==> config.mk <==
export PLATFORM = sky130hd
export DESIGN_NAME = core_top
export DESIGN_NICKNAME = d
export VERILOG_FILES = /design/src/core_pkg.sv /design/src/regfile.sv /design/src/decode_stage.sv /design/src/exe_stage.sv /design/src/wb_stage.sv /design/src/core_top.sv
export SDC_FILE = /design/constraint.sdc
export NUM_CORES = 2
export LEC_CHECK = 0
export ABC_AREA = 0
export BUFFER_PORTS_ARGS = -buffer_cell sky130_fd_sc_hd__buf_2
export CAP_MARGIN = 20
export CORE_UTILIZATION = 40
export CTS_CLUSTER_DIAMETER = 30
export DETAILED_ROUTE_END_ITERATION = 12
export HOLD_SLACK_MARGIN = 0.08
export PLACE_DENSITY = 0.52
export SLEW_MARGIN = 0
export SYNTH_ARGS = -nofsm -noshare
export SYNTH_HDL_FRONTEND = slang
export SYNTH_SLANG_ARGS = --single-unit
==> constraint.sdc <==
create_clock -name clk -period 4.3 [get_ports clk]
set_input_delay 0 -clock clk [delete_from_list [all_inputs] [get_ports clk]]
set_output_delay 0 -clock clk [all_outputs]
set_load 0.03 [all_outputs]
==> src/core_pkg.sv <==
package core_pkg;

    // datapath and register file geometry
    localparam int xlen      = 32;
    localparam int reg_num   = 32;
    localparam int reg_idx_w = 5;

    typedef logic [reg_idx_w-1:0] reg_idx_t;
    typedef logic [xlen-1:0]      word_t;

    // instruction field positions
    localparam int opc_msb  = 31;
    localparam int opc_lsb  = 26;
    localparam int rd_msb   = 4;
    localparam int rd_lsb   = 0;
    localparam int rj_msb   = 9;
    localparam int rj_lsb   = 5;
    localparam int rk_msb   = 14;
    localparam int rk_lsb   = 10;
    // si12 is sign-extended, si20 lands in the upper bits
    localparam int si12_msb = 21;
    localparam int si12_lsb = 10;
    localparam int si20_msb = 24;
    localparam int si20_lsb = 5;

    // unlisted codes behave as a nop
    typedef enum logic [opc_msb-opc_lsb:0] {
        op_add   = 6'd1,
        op_sub   = 6'd2,
        op_and   = 6'd3,
        op_or    = 6'd4,
        op_xor   = 6'd5,
        op_slt   = 6'd6,
        op_addi  = 6'd7,
        op_lu12i = 6'd8
    } opcode_e;

    // fetched item, same shape as the fetch buffer output
    typedef struct packed {
        word_t pc;
        word_t inst;
    } inst_pkt_t;

    // decode to execute
    typedef struct packed {
        word_t    pc;
        word_t    inst;
        opcode_e  op;
        word_t    src1;
        // holds the extended immediate for addi and lu12i
        word_t    src2;
        reg_idx_t rd;
        logic     we;
    } exe_ctrl_t;

    // one register write, for forwarding and the regfile port
    typedef struct packed {
        logic     we;
        reg_idx_t idx;
        word_t    data;
    } bypass_t;

    // writeback commit record
    typedef struct packed {
        word_t    pc;
        logic     we;
        reg_idx_t rd;
        word_t    wdata;
        word_t    inst;
    } commit_t;

endpackage

==> src/regfile.sv <==
`timescale 1ns/1ps

module regfile (
    input  logic               clk,
    input  logic               reset_i,
    input  core_pkg::reg_idx_t rj_idx_i,
    input  core_pkg::reg_idx_t rk_idx_i,
    output core_pkg::word_t    rj_data_o,
    output core_pkg::word_t    rk_data_o,
    input  core_pkg::bypass_t  write_i
);
    import core_pkg::*;

    // r0 has no storage
    word_t regs_q [1:reg_num-1];

    // single write port, commit order
    always_ff @(posedge clk) begin
        if (reset_i) begin
            for (int i = 1; i < reg_num; i++) begin
                regs_q[i] <= '0;
            end
        end else if (write_i.we && write_i.idx != '0) begin
            regs_q[write_i.idx] <= write_i.data;
        end
    end

    // async reads, old value during the write cycle
    assign rj_data_o = (rj_idx_i == '0) ? '0 : regs_q[rj_idx_i];
    assign rk_data_o = (rk_idx_i == '0) ? '0 : regs_q[rk_idx_i];

endmodule

==> src/decode_stage.sv <==
`timescale 1ns/1ps

module decode_stage (
    input  logic                clk,
    input  logic                reset_i,
    input  logic                inst_valid_i,
    input  core_pkg::inst_pkt_t inst_i,
    output core_pkg::reg_idx_t  rj_idx_o,
    output core_pkg::reg_idx_t  rk_idx_o,
    input  core_pkg::word_t     rj_data_i,
    input  core_pkg::word_t     rk_data_i,
    input  core_pkg::bypass_t   ex_bypass_i,
    input  core_pkg::bypass_t   wb_bypass_i,
    output logic                exe_valid_o,
    output core_pkg::exe_ctrl_t exe_ctrl_o
);
    import core_pkg::*;

    logic      in_valid_q;
    inst_pkt_t in_q;
    opcode_e   op;
    reg_idx_t  rd;
    reg_idx_t  rj;
    reg_idx_t  rk;
    word_t     si12_ext;
    word_t     si20_ext;
    word_t     rj_val;
    word_t     rk_val;
    word_t     src2;
    logic      op_known;

    // operand pick: execute result, then writeback, then regfile
    function automatic word_t resolve(input reg_idx_t idx, input word_t rf_data,
                                      input bypass_t ex, input bypass_t wb);
        word_t val;
        if (idx == '0) begin
            val = '0;
        end else if (ex.we && ex.idx == idx) begin
            val = ex.data;
        end else if (wb.we && wb.idx == idx) begin
            // regfile write lands at the end of this cycle
            val = wb.data;
        end else begin
            val = rf_data;
        end
        return val;
    endfunction

    // input register, valid only under reset
    always_ff @(posedge clk) begin
        if (reset_i) begin
            in_valid_q <= 1'b0;
        end else begin
            in_valid_q <= inst_valid_i;
        end
    end

    always_ff @(posedge clk) begin
        in_q <= inst_i;
    end

    // field split
    assign op = opcode_e'(in_q.inst[opc_msb:opc_lsb]);
    assign rd = in_q.inst[rd_msb:rd_lsb];
    assign rj = in_q.inst[rj_msb:rj_lsb];
    assign rk = in_q.inst[rk_msb:rk_lsb];

    // immediates
    assign si12_ext = {{(xlen-(si12_msb-si12_lsb+1)){in_q.inst[si12_msb]}},
                       in_q.inst[si12_msb:si12_lsb]};
    assign si20_ext = {in_q.inst[si20_msb:si20_lsb],
                       {(xlen-(si20_msb-si20_lsb+1)){1'b0}}};

    // regfile read ports
    assign rj_idx_o = rj;
    assign rk_idx_o = rk;

    assign rj_val = resolve(rj, rj_data_i, ex_bypass_i, wb_bypass_i);
    assign rk_val = resolve(rk, rk_data_i, ex_bypass_i, wb_bypass_i);

    // second operand and known-opcode flag
    always_comb begin
        op_known = 1'b1;
        src2     = rk_val;
        case (op)
            op_add, op_sub, op_and, op_or, op_xor, op_slt: begin
                src2 = rk_val;
            end
            op_addi: begin
                src2 = si12_ext;
            end
            op_lu12i: begin
                src2 = si20_ext;
            end
            default: begin
                // nop, still commits
                op_known = 1'b0;
            end
        endcase
    end

    // execute register
    always_ff @(posedge clk) begin
        if (reset_i) begin
            exe_valid_o <= 1'b0;
        end else begin
            exe_valid_o <= in_valid_q;
        end
    end

    always_ff @(posedge clk) begin
        exe_ctrl_o.pc   <= in_q.pc;
        exe_ctrl_o.inst <= in_q.inst;
        exe_ctrl_o.op   <= op;
        exe_ctrl_o.src1 <= rj_val;
        exe_ctrl_o.src2 <= src2;
        exe_ctrl_o.rd   <= rd;
        // r0 writes are dropped here
        exe_ctrl_o.we   <= op_known && (rd != '0);
    end

endmodule

==> src/exe_stage.sv <==
`timescale 1ns/1ps

module exe_stage (
    input  logic                clk,
    input  logic                reset_i,
    input  logic                exe_valid_i,
    input  core_pkg::exe_ctrl_t exe_ctrl_i,
    output core_pkg::bypass_t   ex_bypass_o,
    output logic                wb_valid_o,
    output core_pkg::commit_t   wb_o
);
    import core_pkg::*;

    word_t result;
    logic  lt;

    // signed compare for slt
    assign lt = $signed(exe_ctrl_i.src1) < $signed(exe_ctrl_i.src2);

    // alu
    always_comb begin
        case (exe_ctrl_i.op)
            op_add:   result = exe_ctrl_i.src1 + exe_ctrl_i.src2;
            op_sub:   result = exe_ctrl_i.src1 - exe_ctrl_i.src2;
            op_and:   result = exe_ctrl_i.src1 & exe_ctrl_i.src2;
            op_or:    result = exe_ctrl_i.src1 | exe_ctrl_i.src2;
            op_xor:   result = exe_ctrl_i.src1 ^ exe_ctrl_i.src2;
            op_slt:   result = {{(xlen-1){1'b0}}, lt};
            // immediate already extended in decode
            op_addi:  result = exe_ctrl_i.src1 + exe_ctrl_i.src2;
            op_lu12i: result = exe_ctrl_i.src2;
            default:  result = '0;
        endcase
    end

    // forward to decode in the same cycle
    assign ex_bypass_o.we   = exe_valid_i & exe_ctrl_i.we;
    assign ex_bypass_o.idx  = exe_ctrl_i.rd;
    assign ex_bypass_o.data = result;

    // writeback register input
    assign wb_valid_o = exe_valid_i;
    assign wb_o.pc    = exe_ctrl_i.pc;
    assign wb_o.we    = exe_ctrl_i.we;
    assign wb_o.rd    = exe_ctrl_i.rd;
    assign wb_o.wdata = result;
    assign wb_o.inst  = exe_ctrl_i.inst;

endmodule

==> src/wb_stage.sv <==
`timescale 1ns/1ps

module wb_stage (
    input  logic              clk,
    input  logic              reset_i,
    input  logic              wb_valid_i,
    input  core_pkg::commit_t wb_i,
    output core_pkg::bypass_t rf_write_o,
    output logic              commit_valid_o,
    output core_pkg::commit_t commit_o
);
    import core_pkg::*;

    logic    valid_q;
    commit_t wb_q;

    // last stage register
    always_ff @(posedge clk) begin
        if (reset_i) begin
            valid_q <= 1'b0;
        end else begin
            valid_q <= wb_valid_i;
        end
    end

    always_ff @(posedge clk) begin
        wb_q <= wb_i;
    end

    // regfile write, also the wb bypass into decode
    assign rf_write_o.we   = valid_q & wb_q.we;
    assign rf_write_o.idx  = wb_q.rd;
    assign rf_write_o.data = wb_q.wdata;

    // commit port, no wen outside a valid slot
    assign commit_valid_o = valid_q;
    assign commit_o.pc    = wb_q.pc;
    assign commit_o.we    = valid_q & wb_q.we;
    assign commit_o.rd    = wb_q.rd;
    assign commit_o.wdata = wb_q.wdata;
    assign commit_o.inst  = wb_q.inst;

endmodule

==> src/core_top.sv <==
`timescale 1ns/1ps

module core_top (
    input  logic                clk,
    input  logic                reset_i,
    input  logic                inst_valid_i,
    input  core_pkg::inst_pkt_t inst_i,
    output logic                commit_valid_o,
    output core_pkg::commit_t   commit_o
);
    import core_pkg::*;

    // regfile read path
    reg_idx_t  rj_idx;
    reg_idx_t  rk_idx;
    word_t     rj_data;
    word_t     rk_data;
    // decode to execute
    logic      exe_valid;
    exe_ctrl_t exe_ctrl;
    // execute to writeback
    logic      wb_valid;
    commit_t   wb_pkt;
    // forwarding
    bypass_t   ex_bypass;
    bypass_t   rf_write;

    decode_stage u_decode (
        .clk         (clk),
        .reset_i     (reset_i),
        .inst_valid_i(inst_valid_i),
        .inst_i      (inst_i),
        .rj_idx_o    (rj_idx),
        .rk_idx_o    (rk_idx),
        .rj_data_i   (rj_data),
        .rk_data_i   (rk_data),
        .ex_bypass_i (ex_bypass),
        .wb_bypass_i (rf_write),
        .exe_valid_o (exe_valid),
        .exe_ctrl_o  (exe_ctrl)
    );

    regfile u_regfile (
        .clk      (clk),
        .reset_i  (reset_i),
        .rj_idx_i (rj_idx),
        .rk_idx_i (rk_idx),
        .rj_data_o(rj_data),
        .rk_data_o(rk_data),
        .write_i  (rf_write)
    );

    exe_stage u_exe (
        .clk        (clk),
        .reset_i    (reset_i),
        .exe_valid_i(exe_valid),
        .exe_ctrl_i (exe_ctrl),
        .ex_bypass_o(ex_bypass),
        .wb_valid_o (wb_valid),
        .wb_o       (wb_pkt)
    );

    wb_stage u_wb (
        .clk           (clk),
        .reset_i       (reset_i),
        .wb_valid_i    (wb_valid),
        .wb_i          (wb_pkt),
        .rf_write_o    (rf_write),
        .commit_valid_o(commit_valid_o),
        .commit_o      (commit_o)
    );

endmodule

# [After elaboration in Yosys (flattened, before gate mapping)]
# Memories as Yosys holds them, arrays and structs flattened. A register that Yosys moved wholly into a read port is not among the register bits.
# Cells that the tools add are included.
[classes] addsub=2 mul=0 n_div=0 order_cmp=1 eq_ne=20 shifts=0 mux=16 n_bitwise=5 n_reduce_logical=13
[op_table] operator="case mux 32 bit (7 select lines)" n=1
[op_table] operator="two-way mux 32 bit" n=6
[op_table] operator="case mux 32 bit (2 select lines)" n=1
[op_table] operator="equality test 6 x 3 -> 1 bit (second input constant)" n=8
[op_table] operator="adder 32 bit" n=1
[op_table] operator="bitwise AND 32 bit" n=1
[op_table] operator="< comparator 32 bit" n=1
[op_table] operator="bitwise OR 32 bit" n=1
[op_table] operator="OR reduction 32 bit" n=1
[op_table] operator="subtractor 32 bit" n=1
[op_table] operator="XOR 32 bit" n=1
[op_table] operator="equality test 6 x 2 -> 1 bit (second input constant)" n=4
[op_table] operator="equality test 5 bit" n=4
[op_table] operator="equality test 6 x 1 -> 1 bit (second input constant)" n=2
[op_table] operator="equality test 6 x 4 -> 1 bit (second input constant)" n=2
[op_table] operator="logical NOT 5 bit" n=2
[op_table] operator="nonzero test 5 bit" n=2
[op_table] operator="OR reduction 8 bit" n=1
[op_table] operator="two-way mux 1 bit" n=7
[op_table] operator="logical AND 1 bit" n=6
[op_table] operator="two-way mux 5 bit" n=1
[op_table] operator="bitwise AND 1 bit" n=2
[op_table] operator="OR reduction 2 bit" n=1
[totals] ff_bits=309 latchBits=0 ram_bits=992 rom_bits=0 in_bits=67 out_inout_bits=103 wordCells=75 mem_count=1
[memory_table] name="u_regfile.regs_q" words=31 word_bits=32 rd=2 rd_clocked_by_memory_dff=2 wr=31 line_no="regfile.sv:15" text="word_t regs_q [1:reg_num-1];"

# [Depth between registers and ports, before layout]
[logic_depth] depth_word=7 depth_mapped=13 depth_no_buf=13

# [Hierarchy]
# A second synthesis with hierarchy kept.
[hier_totals] hier_cells=5469 hier_area_um2=70361.2
[modules_own_cells] mod="regfile" instances=1 cells_per_inst=3765 area_each_um2=54631.1 seq_area_each_um2=30749.5
[modules_own_cells] mod="decode_stage" instances=1 cells_per_inst=561 area_each_um2=6503.7 seq_area_each_um2=3903.7
[modules_own_cells] mod="exe_stage" instances=1 cells_per_inst=899 area_each_um2=6100.9 seq_area_each_um2=0.0
[modules_own_cells] mod="wb_stage" instances=1 cells_per_inst=244 area_each_um2=3125.5 seq_area_each_um2=2062.0

# [Worst setup path after synthesis]
# No wires, ideal clock.
[synth_path] path_type="reg-to-reg" startpoint="register u_decode.exe_ctrl_o[7] (netlist name)" endpoint="register u_decode.exe_ctrl_o[27] (netlist name)" setup_time_ns=0.120 t_arrival_ns=2.882 t_required_ns=4.180 path_slack_ns=1.298 stages_incl_launch_ff=12 n_path_buf=0 synth_period_minus_slack_ns=3.002 cell_sequence="dfxtp_1 -> inv_1 -> ha_1 -> o21ba_2 -> or4_1 -> a211oi_2 -> o31ai_2 -> a41oi_2 -> mux2_1 -> o21ai_2 -> a311oi_1 -> a211o_1"
[synth_via] elab_chain_cells=5 word_cells_on_any_way=6 classes_between="add/sub: 2; mux: 4"
[synth_lines] item="start, declared" line_no="decode_stage.sv:15" text="output core_pkg::exe_ctrl_t exe_ctrl_o"
[synth_lines] item="adder 32 bit or subtractor 32 bit (tied branches)" line_no="exe_stage.sv:23, exe_stage.sv:30, exe_stage.sv:24"
[synth_lines] item="case mux 32 bit (7 select lines) (*)" line_no="exe_stage.sv:22" text="case (exe_ctrl_i.op)"
[synth_lines] item="two-way mux 32 bit (*)" line_no="decode_stage.sv:38" text="end else if (ex.we && ex.idx == idx) begin"
[synth_lines] item="two-way mux 32 bit (*)" line_no="decode_stage.sv:36" text="if (idx == '0) begin"
[synth_lines] item="case mux 32 bit (2 select lines) (*)" line_no="decode_stage.sv:85" text="case (op)"
[synth_lines] item="named net u_decode.src2[21]" line_no="decode_stage.sv:29" text="word_t src2;"
# The timed path passes the listed nets; every way through them passes the cells marked *.
# A chain may end at the register's enable or synchronous reset.

# [Worst setup path in the final report]
[layout_path] startpoint="register u_decode.exe_ctrl_o[16] (netlist name)" endpoint="register u_decode.exe_ctrl_o[27] (netlist name)"
# Same word-level chain as after synthesis.

==> run metrics <==
filler cell count 14052; multi-input logic area 28800 um2; vias in the first global route 46133; final instance area 84800 um2; clk slew on worst S/H paths 40 ps; WL per Instance 33.2 um; commonest non-fill, non-tap cell in the layout edfxtp_1; DRT iter0 DRCs 5674; Post CTS Setup Buffer Count 0; Cell variety after synth 89; via count 45955; clock period minus worst slack 3570 ps; measured slew at the worst slew-check pin 1090 ps; final clock skew 68.9 ps; final period utilization 83.1%; vias per cell 6.01; pwr dens 540 nW/um2; Final Wtd Congestion 0.960; arrival time worst endpoint 4320 ps; TritonCTS Buffers 341; Max-slew headroom 27.6%; Cells after Synth 4779; IO buf count 169; Die X 414 um; FF+latch area 36600 um2; post-synthesis sequential area ratio 53.8%; most frequent cells in the layout edfxtp_1 (1024), and2_1 (1002), mux4_2 (639), clkbuf_16 (352), dfxtp_1 (283); num ports 170; f_max 280 MHz; Post-synth ARST share 0%; later-pin clock latency in the skew report 930 ps; Core Region 168000 um2; Die H 414 um; Post-Place Cell Area 72000 um2; RSZ-0062 raised after global routing false; CP max FO 12; layout cells sized above 1 31.5%; adder-cell share of the synthesized area 1.84%; DP Wirelength 152000 um; top post-synthesis cells by area edfxtp_1 (45%), mux4_2 (21%), and2_1 (9.2%); Rows 150; outcome finished clean; Critical Path Sink Type flip-flop; Root Buffer clkbuf_16; setup_tns 0 ps; Peak VDD IR 411 uV; XOR/XNOR Fraction of Synth Area 0.412%; YS warnings 0; Synth Area in Compound Gates 5.04%; antenna violations before repair 26; Req. time, crit path 5050 ps; Overall Global Routing Usage 29.3%; largest net degree at the start of global routing 71; DRT antenna net count 0; final net count 5337; Hold/Removal Path Class input port to flip-flop; Post-Route WL 254000 um; total grt overflow 0; Post-Syn Area 68000 um2; full die area 172000 um2; area growth from synthesis to layout 24.7%; Synth top area share 45.2%; Synth Area in Simple Gates 12.5%; mux share of post-synthesis cell area 22.0%; P_leak 0.0323 uW; Max-Cap Viols 0; Slew Limit Fails 0; predominant post-synthesis flop cell edfxtp_1; Avg Cell Area, Syn 14.2 um2; Post-synth EDFFs 1024; startpoint types flip-flop; Yosys reg bits 1317; largest family of logic cells by synthesized area multiplexers; htree depth 5; first-pass GRT wire length 352000 um; final setup fails 0; area leader, netlist edfxtp_1; CTS Sinks 1317; DRC Markers 0; clock tree buffer depth 4; Initial Utilization 40.5%; TritonRoute pass-1 iters 6; Setup CP Type flip-flop to flip-flop; CTS tree done; Fin. Hold Viols 0
==> power breakdown <==
| group | internal [uW] | leakage [uW] | switching (uW) |
|---|---|---|---|
| sequential | 14400 | 0.0130 | 405 |
| clock | 17700 | 0.00558 | 7820 |
| combinational | 2040 | 0.0137 | 3510 |
==> state kept, by name, indices dropped and copies added (netlist names) <==
register	count
u_regfile.regs_q	1024
u_decode.exe_ctrl_o	129
u_wb.commit_o	96
u_decode.in_q	54
u_decode.rj_idx_o	5
u_decode.rk_idx_o	5
u_decode.exe_valid_o	1
u_decode.in_valid_q	1
u_wb.commit_valid_o	1
u_wb.wb_q	1
==> stage by stage <==
step / std cells / total power, uW / utilization, % / hold WS (ps) / worst slack, ps
5_1_grt: 7635 / 47000 / 50.5 / 220 / 468
4_1_cts: 7634 / 45900 / 50.5 / 168 / 740
3_5_place_dp: 6899 / 20300 / 42.9 / 104 / 786
6_report: 7642 / 45800 / 50.5 / 246 / 729
2_1_floorplan: 4810 / 18300 / - / 27.7 / 1300
3_3_place_gp: 6897 / 20300 / 42.8 / 102 / 805
==> critical path, cell delays in order, from the launching register on <==
cell	delay, ps
dfxtp_1	350
inv_1	70
ha_1	460
or4_1	570
nand3b_1	180
a211oi_2	350
o31ai_2	160
a41oi_2	350
mux2_1	370
o21ai_2	200
a311oi_1	120
a211o_1	240
==> routing by layer <==
layer  wire [um]  track usage [%]  share of wire, %
met4       11400             12.8               4.5
met3       24700             6.38               9.7
met2      119000             46.7                47
met5          13                0            0.0051
met1       98500             38.5                39
==> kinds of logic (layout without fill, tap and decap cells) <==
group	Yosys count	count (layout)
and+or+nand+nor	1478	1478
buffers and inverters	653	1274
AOI/OAI and AO/OA	504	504
DFF	1317	1317
adders and majority gates	99	99
muxes	695	695
other	1	39
xor gates and xnor gates	32	32
==> cells in the mapped netlist (9+ instances only) <==
master / n
edfxtp_1: 1024
and2_1: 1002
mux4_2: 639
clkbuf_1: 309
dfxtp_1: 293
nand2_1: 156
nor2_1: 136
a21oi_1: 117
inv_1: 116
o21ai_0: 104
buf_4: 101
ha_1: 97
buf_2: 88
mux2i_1: 55
o211ai_1: 36
or2_2: 36
buf_1: 34
nor3_1: 33
a221oi_1: 23
a31oi_1: 21
nand3_1: 21
o22ai_1: 21
a221o_1: 19
xor2_1: 17
nor2b_1: 16
o31ai_1: 16
a21o_1: 15
o221ai_1: 15
xnor2_1: 15
nor4_1: 14
a211oi_1: 10
and3_1: 10
o21a_1: 10
nand4_1: 9
o21ai_1: 9
==> repair_timing <==
item / in CTS / in global routing
gates resized for setup: 0 / 0
setup endpoints to repair: 0 / 0
endpoints found under the hold margin: 67 / 0
hold buffers: 132 / 0
==> path summary, 6_finish.rpt <==
kind                                         startpoint                       end  slack [ps]  cells past startpoint
worst min register to register        u_decode.in_q[50]  u_decode.exe_ctrl_o[126]         320                      0
worst max register to register  u_decode.exe_ctrl_o[16]   u_decode.exe_ctrl_o[27]         730                     11
worst min-delay path                            reset_i      u_decode.exe_valid_o         250                      3
worst max-delay path            u_decode.exe_ctrl_o[16]   u_decode.exe_ctrl_o[27]         730                     11
==> final cells by class <==
class | count | area share, %
clock buffer | 379 | 10.5
clock inverter | 224 | 2.95
multi-input combinational | 2840 | 34.0
inverter | 119 | 0.533
sequential | 1317 | 43.2
tap | 2204 | 3.25
timing repair buffer | 552 | 5.47
antenna | 7 | 0.0207
(Power assumes the default switching activity.)
